[src/design/window_monitor_defines.svh]
// Widths and reset values shared by all blocks; COMPARE_STAGES must be 2 or more and PERSIST_W at least 1.
`ifndef WINDOW_MONITOR_DEFINES_SVH
`define WINDOW_MONITOR_DEFINES_SVH

// Sample and limit width.
`define DATA_W 8

// Register stages from the sample input to zone_valid.
`define COMPARE_STAGES 2

// Width of the persistence setting and of the run counter.
`define PERSIST_W 4

// Width of the outlier and raise counters.
`define COUNT_W 16

// Configuration after reset.
`define RESET_LOWER 8'h40
`define RESET_UPPER 8'hC0
`define RESET_PERSIST 3

`endif

[src/design/window_monitor_pkg.sv]
// Type definitions only; every enum is 2 bits wide and the encodings are fixed.
package window_monitor_pkg;

    // Configuration opcodes carried on cfg_op.
    typedef enum logic [1:0] {
        OP_SET_LOWER    = 2'b00,
        OP_SET_UPPER    = 2'b01,
        OP_SET_PERSIST  = 2'b10,
        OP_CLEAR_COUNTS = 2'b11
    } cfg_op_t;

    // Classification of a sample against the window.
    typedef enum logic [1:0] {
        ZONE_BELOW  = 2'b00,
        ZONE_INSIDE = 2'b01,
        ZONE_ABOVE  = 2'b10
    } zone_t;

    // States of the alarm filter.
    typedef enum logic [1:0] {
        ST_NORMAL  = 2'b00,
        ST_ALARM   = 2'b01,
        ST_RECOVER = 2'b10
    } alarm_state_t;

endpackage

[src/design/limit_config.sv]
// Writes take effect on the strobe edge; limits are not reordered, and lower above upper empties the window.
`timescale 1ns/1ps
`include "window_monitor_defines.svh"

module limit_config
    import window_monitor_pkg::*;
(
    input  logic                  clk,
    input  logic                  rst_n,
    input  logic                  cfg_write,
    input  cfg_op_t               cfg_op,
    input  logic [`DATA_W-1:0]    cfg_data,
    output logic [`DATA_W-1:0]    lower_limit,
    output logic [`DATA_W-1:0]    upper_limit,
    output logic [`PERSIST_W-1:0] persist,
    output logic                  clear_counts
);

    always_ff @(posedge clk or negedge rst_n) begin
        if (!rst_n) begin
            lower_limit <= `RESET_LOWER;
            upper_limit <= `RESET_UPPER;
            persist     <= `PERSIST_W'(`RESET_PERSIST);
        end else if (cfg_write) begin
            case (cfg_op)
                OP_SET_LOWER: begin
                    lower_limit <= cfg_data;
                end
                OP_SET_UPPER: begin
                    upper_limit <= cfg_data;
                end
                OP_SET_PERSIST: begin
                    persist <= cfg_data[`PERSIST_W-1:0]; // Upper data bits are ignored.
                end
                OP_CLEAR_COUNTS: begin
                    // Handled by the pulse register below.
                end
                default: begin
                end
            endcase
        end
    end

    // One-cycle clear pulse, high in the cycle after the write edge.
    always_ff @(posedge clk or negedge rst_n) begin
        if (!rst_n) begin
            clear_counts <= 1'b0;
        end else begin
            clear_counts <= cfg_write && (cfg_op == OP_CLEAR_COUNTS);
        end
    end

endmodule

[src/design/range_compare.sv]
// STAGES must be 2 or more; each sample keeps the limits it entered with, and zone is only meaningful with zone_valid.
`timescale 1ns/1ps
`include "window_monitor_defines.svh"

module range_compare
    import window_monitor_pkg::*;
#(
    parameter int unsigned STAGES = `COMPARE_STAGES
) (
    input  logic               clk,
    input  logic               rst_n,
    input  logic               sample_valid,
    input  logic [`DATA_W-1:0] sample_data,
    input  logic [`DATA_W-1:0] lower_limit,
    input  logic [`DATA_W-1:0] upper_limit,
    output logic               zone_valid,
    output zone_t              zone
);

    logic               s1_valid;
    logic [`DATA_W-1:0] s1_data;
    logic [`DATA_W-1:0] s1_lower;
    logic [`DATA_W-1:0] s1_upper;
    logic [`DATA_W:0]   diff_lower;
    logic [`DATA_W:0]   diff_upper;
    logic               not_below;
    logic               not_above;
    zone_t              s1_zone;
    logic [STAGES-2:0]  vld_pipe;
    zone_t              zone_pipe [STAGES-1];

    // Stage one holds the sample and its limits until the next valid sample.
    always_ff @(posedge clk) begin
        if (sample_valid) begin
            s1_data  <= sample_data;
            s1_lower <= lower_limit;
            s1_upper <= upper_limit;
        end
    end

    // Subtract with carry in; the carry out is set when no borrow occurs.
    assign diff_lower = {1'b0, s1_data} + {1'b0, ~s1_lower} + 1'b1;
    assign diff_upper = {1'b0, s1_upper} + {1'b0, ~s1_data} + 1'b1;
    assign not_below  = diff_lower[`DATA_W];
    assign not_above  = diff_upper[`DATA_W];

    always_comb begin
        if (!not_below) begin
            s1_zone = ZONE_BELOW;
        end else if (!not_above) begin
            s1_zone = ZONE_ABOVE;
        end else begin
            s1_zone = ZONE_INSIDE;
        end
    end

    always_ff @(posedge clk or negedge rst_n) begin
        if (!rst_n) begin
            s1_valid <= 1'b0;
            vld_pipe <= '0;
        end else begin
            s1_valid    <= sample_valid;
            vld_pipe[0] <= s1_valid;
            for (int i = 1; i < STAGES - 1; i++) begin
                vld_pipe[i] <= vld_pipe[i-1];
            end
        end
    end

    always_ff @(posedge clk) begin
        zone_pipe[0] <= s1_zone;
        for (int i = 1; i < STAGES - 1; i++) begin
            zone_pipe[i] <= zone_pipe[i-1];
        end
    end

    assign zone_valid = vld_pipe[STAGES-2];
    assign zone       = zone_pipe[STAGES-2];

endmodule

[src/design/persistence_filter.sv]
// A persist of zero acts as one; the run counter saturates and only moves on zone_valid cycles.
`timescale 1ns/1ps
`include "window_monitor_defines.svh"

module persistence_filter
    import window_monitor_pkg::*;
(
    input  logic                  clk,
    input  logic                  rst_n,
    input  logic                  zone_valid,
    input  zone_t                 zone,
    input  logic [`PERSIST_W-1:0] persist,
    output logic                  alarm,
    output logic                  alarm_raise
);

    alarm_state_t          state;
    alarm_state_t          state_next;
    logic [`PERSIST_W-1:0] run;
    logic [`PERSIST_W-1:0] run_next;
    logic [`PERSIST_W-1:0] run_inc;
    logic [`PERSIST_W-1:0] threshold;
    logic                  outlier;

    assign threshold = (persist == '0) ? `PERSIST_W'(1) : persist;
    assign run_inc   = (run == '1) ? run : run + 1'b1; // Saturates at all ones.
    assign outlier   = (zone != ZONE_INSIDE);

    always_comb begin
        state_next = state;
        run_next   = run;
        if (zone_valid) begin
            case (state)
                ST_NORMAL: begin
                    if (!outlier) begin
                        run_next = '0;
                    end else if (run_inc >= threshold) begin
                        state_next = ST_ALARM;
                        run_next   = '0;
                    end else begin
                        run_next = run_inc;
                    end
                end
                ST_ALARM: begin
                    if (!outlier) begin
                        // The first inside sample already counts toward recovery.
                        if (threshold == `PERSIST_W'(1)) begin
                            state_next = ST_NORMAL;
                            run_next   = '0;
                        end else begin
                            state_next = ST_RECOVER;
                            run_next   = `PERSIST_W'(1);
                        end
                    end
                end
                ST_RECOVER: begin
                    if (outlier) begin
                        state_next = ST_ALARM; // Alarm stays high, no new raise.
                        run_next   = '0;
                    end else if (run_inc >= threshold) begin
                        state_next = ST_NORMAL;
                        run_next   = '0;
                    end else begin
                        run_next = run_inc;
                    end
                end
                default: begin
                    state_next = ST_NORMAL;
                    run_next   = '0;
                end
            endcase
        end
    end

    always_ff @(posedge clk or negedge rst_n) begin
        if (!rst_n) begin
            state       <= ST_NORMAL;
            run         <= '0;
            alarm_raise <= 1'b0;
        end else begin
            state       <= state_next;
            run         <= run_next;
            alarm_raise <= (state == ST_NORMAL) && (state_next == ST_ALARM);
        end
    end

    assign alarm = (state != ST_NORMAL);

endmodule

[src/design/excursion_counter.sv]
// Both counters stick at their maximum; a clear wins over an increment in the same cycle.
`timescale 1ns/1ps
`include "window_monitor_defines.svh"

module excursion_counter
    import window_monitor_pkg::*;
(
    input  logic                clk,
    input  logic                rst_n,
    input  logic                zone_valid,
    input  zone_t               zone,
    input  logic                alarm_raise,
    input  logic                clear_counts,
    output logic [`COUNT_W-1:0] outlier_count,
    output logic [`COUNT_W-1:0] raise_count
);

    logic outlier_hit;

    // Adds one when enabled, but never wraps past all ones.
    function automatic logic [`COUNT_W-1:0] sat_inc(
        input logic [`COUNT_W-1:0] count,
        input logic                enable
    );
        logic [`COUNT_W-1:0] result;
        result = count;
        if (enable && (count != '1)) begin
            result = count + 1'b1;
        end
        return result;
    endfunction

    assign outlier_hit = zone_valid && (zone != ZONE_INSIDE);

    always_ff @(posedge clk or negedge rst_n) begin
        if (!rst_n) begin
            outlier_count <= '0;
            raise_count   <= '0;
        end else if (clear_counts) begin
            outlier_count <= '0;
            raise_count   <= '0;
        end else begin
            outlier_count <= sat_inc(outlier_count, outlier_hit);
            raise_count   <= sat_inc(raise_count, alarm_raise);
        end
    end

endmodule

[src/design/window_monitor_top.sv]
// Single channel, no back-pressure; every valid sample is classified and counted.
`timescale 1ns/1ps
`include "window_monitor_defines.svh"

module window_monitor_top
    import window_monitor_pkg::*;
(
    input  logic                clk,
    input  logic                rst_n,
    input  logic                sample_valid,
    input  logic [`DATA_W-1:0]  sample_data,
    input  logic                cfg_write,
    input  cfg_op_t             cfg_op,
    input  logic [`DATA_W-1:0]  cfg_data,
    output logic                zone_valid,
    output zone_t               zone,
    output logic                alarm,
    output logic [`COUNT_W-1:0] outlier_count,
    output logic [`COUNT_W-1:0] raise_count
);

    logic [`DATA_W-1:0]    lower_limit;
    logic [`DATA_W-1:0]    upper_limit;
    logic [`PERSIST_W-1:0] persist;
    logic                  clear_counts;
    logic                  alarm_raise;

    limit_config u_limit_config (
        .clk          (clk),
        .rst_n        (rst_n),
        .cfg_write    (cfg_write),
        .cfg_op       (cfg_op),
        .cfg_data     (cfg_data),
        .lower_limit  (lower_limit),
        .upper_limit  (upper_limit),
        .persist      (persist),
        .clear_counts (clear_counts)
    );

    range_compare #(
        .STAGES (`COMPARE_STAGES)
    ) u_range_compare (
        .clk          (clk),
        .rst_n        (rst_n),
        .sample_valid (sample_valid),
        .sample_data  (sample_data),
        .lower_limit  (lower_limit),
        .upper_limit  (upper_limit),
        .zone_valid   (zone_valid),
        .zone         (zone)
    );

    persistence_filter u_persistence_filter (
        .clk         (clk),
        .rst_n       (rst_n),
        .zone_valid  (zone_valid),
        .zone        (zone),
        .persist     (persist),
        .alarm       (alarm),
        .alarm_raise (alarm_raise)
    );

    excursion_counter u_excursion_counter (
        .clk           (clk),
        .rst_n         (rst_n),
        .zone_valid    (zone_valid),
        .zone          (zone),
        .alarm_raise   (alarm_raise),
        .clear_counts  (clear_counts),
        .outlier_count (outlier_count),
        .raise_count   (raise_count)
    );

endmodule

[config.mk]
export PLATFORM = sky130hd
export DESIGN_NAME = window_monitor_top
export DESIGN_NICKNAME = d
export VERILOG_FILES = /design/src/design/window_monitor_pkg.sv /design/src/design/limit_config.sv /design/src/design/range_compare.sv /design/src/design/persistence_filter.sv /design/src/design/excursion_counter.sv /design/src/design/window_monitor_top.sv
export VERILOG_INCLUDE_DIRS = /design/src /design/src/design
export SDC_FILE = /design/constraint.sdc
export NUM_CORES = 1
export LEC_CHECK = 0
export BUFFER_PORTS_ARGS = -buffer_cell sky130_fd_sc_hd__buf_2
export CAP_MARGIN = 10
export CORE_MARGIN = 1.5
export CORE_UTILIZATION = 57
export CTS_CLUSTER_SIZE = 12
export DETAILED_ROUTE_END_ITERATION = 8
export PLACE_DENSITY = 0.76
export SLEW_MARGIN = 10
export SYNTH_ARGS = -nofsm -noshare
export SYNTH_HDL_FRONTEND = slang
export SYNTH_SLANG_ARGS = --single-unit
[constraint.sdc]
create_clock -name clk -period 2.7 [get_ports clk]
set_input_delay 0.54 -clock clk [delete_from_list [all_inputs] [get_ports clk]]
set_output_delay 0.54 -clock clk [all_outputs]
set_load 0.05 [all_outputs]
==> flow_metrics.tcl <==
set metrics [dict create \
    critical_path.top_delay_family "compound AO/OA/AOI/OAI gates" \
    grt-busiest-layer "met2" \
    drc 0 \
    grt_usage_pct 21.7 \
    p_sw_share_pct 33.1 \
    syn-mean-instance-area_um2 11.7 \
    slowest_stage "dfrtp_2" \
    p_leak_uw 0.00220 \
    ios 58 \
    seq_area_frac_synth_pct 55.7 \
    htree_levels 3 \
    max_cap_viol_count 0 \
    p_per_area_nw_per_um2 728 \
    crit_chain "ha_1 > nand3_1 > mux2_2 > ha_1 > a211o_1 > a21oi_1 > buf_4 > nand3_1 > o211ai_1" \
    die_x_um 88.5 \
    nNetsFinal 466 \
    start_kind "flop" \
    hpwl_um 5620 \
    vias_per_cell 5.45 \
    portBuffers 57 \
    slowest_delay_ps 460 \
    die_area_um2 7830 \
    ys_ff_latch 88 \
    synth_area_um2 4170 \
    fill_cells 536 \
    antenna_found_initial 0 \
    clk_pin_slew_ps 90 \
    clockBufferDepth 2 \
    finalWirelength_um 7790 \
    initial_utilization_pct 60.0 \
    yosysWarnings 0 \
    grt_util_met1_pct 30.3 \
    tightest_slew_ps 628 \
    hold_class "input port to asynchronous set/reset pin" \
    tns_ps 0 \
    p_clk_share_pct 23.9 \
    synth.distinct_cells 54 \
    async_flop_share_pct 70.5 \
    syn-num-nets 399 \
    total_power_uw 3470 \
    coreArea_um2 6940 \
    min_period_ps 2520 \
    numClockSinks 88 \
    fmax_ghz 0.397 \
    grt_util_met2_pct 33.7 \
    synth_top_area_cell "dfrtp_1" \
    grt-ovfl-total 0 \
    grt_pass1_vias 2742 \
    hold_viol_final 0 \
    synth_edf_count 24 \
    drive_gt1_share_pct 26.4 \
    grt_setup_unrepaired "no" \
    cts_tree "yes" \
    areaGrowthSynthToFinish_pct 14.6 \
    period_share_pct 93.4 \
    place_congestion 0.807 \
    p_sw_uw 1150 \
    synth_top_area_share_pct 34.2 \
    synth_cells 356 \
    ant_nets 0 \
    crit_buf_inv 1 \
    combPwrFrac_pct 25.9 \
    cts-buffers-inserted 9 \
    use_met3_pct 3.26 \
    first_pass_iters 4 \
    fin_hold_ws_ps 158 \
    die_h_um 88.5 \
    synth_ff_type "dfrtp_1" \
    cts-hold-fix-buffers 0 \
    dp_cells 508 \
    crit_required_ps 2960 \
    num_vias 2855 \
    grt_pass1_wl_um 12800 \
    rows 30 \
    crit_fanout 6 \
    antenna_cells 0 \
    seqPwrFrac_pct 50.2 \
    crit_arrival_ps 2790 \
    slew_headroom_pct 57.8 \
    clkLatencyLatePin_ps 360 \
    finClkSkew_ps 10.3 \
    power.internal_uw 2320 \
    final_cells 524 \
    drv_slew 0 \
    cp-end-kind "flop" \
    wl_per_cell_um 14.9 \
    synth.most_common_cell "dfrtp_1" \
    grt_max_degree 63 \
    ir_drop_mv 0.299 \
    setup_violations 0 \
    synth_common_cells "dfrtp_1, nor2_1, edfxtp_1" \
    clock-root-buffer "clkbuf_8" \
    outcome "completed" \
    drt_iter0_drc 151 \
    netlist_top_cells_area "dfrtp_1, edfxtp_1, ha_1" \
    crit_type "flop to flop" \
]
==> per-stage QoR <==
| stage | util [%] | instance area (um^2) | setup WS, ps |
|---|---|---|---|
| global placement | 66.2 | 4590 | 307 |
| finish | 68.7 | 4770 | 178 |
| floorplan | - | 4170 | 298 |
| detailed placement | 66.2 | 4590 | 221 |
| CTS | 68.7 | 4770 | 187 |
| global route | 68.7 | 4770 | 51.3 |
==> area by class of cell <==
| type | count | area, um^2 | area share, % |
|---|---|---|---|
| repair buffers | 61 | 328 | 6.87 |
| well taps | 96 | 120 | 2.52 |
| flip-flops and latches | 88 | 2320 | 48.6 |
| inverters | 24 | 90.1 | 1.89 |
| clock buffers | 13 | 160 | 3.36 |
| multi-input cells | 239 | 1740 | 36.4 |
| clock inverters | 3 | 17.5 | 0.367 |
==> power groups by stage <==
stage	clock network [uW]	registers (uW)	logic, uW
after global placement	0	1760	866
final	831	1740	899
after floorplan	0	1890	502
after detailed placement	0	1770	898
after CTS	857	1740	902
after global routing	916	1770	995
==> cells by family after synthesis <==
group	after synthesis	share of synthesized area [%]
AO/OA/AOI/OAI	48	7.75
XOR/XNOR	23	4.84
adder cells (fa/ha/maj)	21	6.31
buffers and inverters	29	2.61
multiplexers	23	6.19
flip-flops	88	55.7
AND/OR/NAND/NOR	124	16.6
==> cell usage in the layout (no fill, tap or decap), drive strengths merged, types with 6 or more instances in the layout <==
cell,synthesis,final
mux2,22,22
ha,21,21
and3,7,7
nor3,11,11
o21ai,6,6
xnor2,13,13
a21oi,17,17
edfxtp,24,24
nand3,19,19
nor2,33,33
inv,24,24
xor2,10,10
clkbuf,5,13
dfrtp,57,57
buf,0,61
nand4,9,9
nand2,14,14
==> state kept, by name (all words and copies together), names as in the netlist <==
signal and count:
u_range_compare.s1_upper 8, u_limit_config.upper_limit 8, u_excursion_counter.raise_count 16, u_limit_config.lower_limit 8, u_range_compare.s1_data 8, u_limit_config.clear_counts 1
u_excursion_counter.outlier_count 16, u_persistence_filter.run 4, u_range_compare.zone_pipe 2, u_persistence_filter.alarm_raise 1, u_range_compare.s1_valid 1, u_limit_config.persist 4
u_persistence_filter.state 2, u_range_compare.s1_lower 8, u_range_compare.zone_valid 1
==> path summary, 6_finish.rpt <==
check | startpoint | to | slack [ps] | depth (start not counted)
max | u_persistence_filter.run[0] | u_persistence_filter.run[0] | 180 | 9
min in group clk | u_range_compare.s1_valid | u_range_compare.zone_valid | 350 | 0
min reg2reg | u_range_compare.s1_valid | u_range_compare.zone_valid | 350 | 0
max in group asynchronous | rst_n | u_limit_config.persist[1] | 2180 | 2
min | rst_n | u_excursion_counter.outlier_count[10] | 160 | 2
max reg2reg | u_persistence_filter.run[0] | u_persistence_filter.run[0] | 180 | 9
==> timing repair <==
action                     in CTS  in global routing
setup endpoints to repair       0                  1
resized for setup               0                  1
setup buffers                   0                  0
==> routing by layer <==
metal	up-vias	part of all wire (%)
li1	1419	-
met1	1366	47
met2	56	48
met3	14	3.6
met4	0	1.8
met5	-	0
Note: power is estimated with default switching activity, not from simulation.
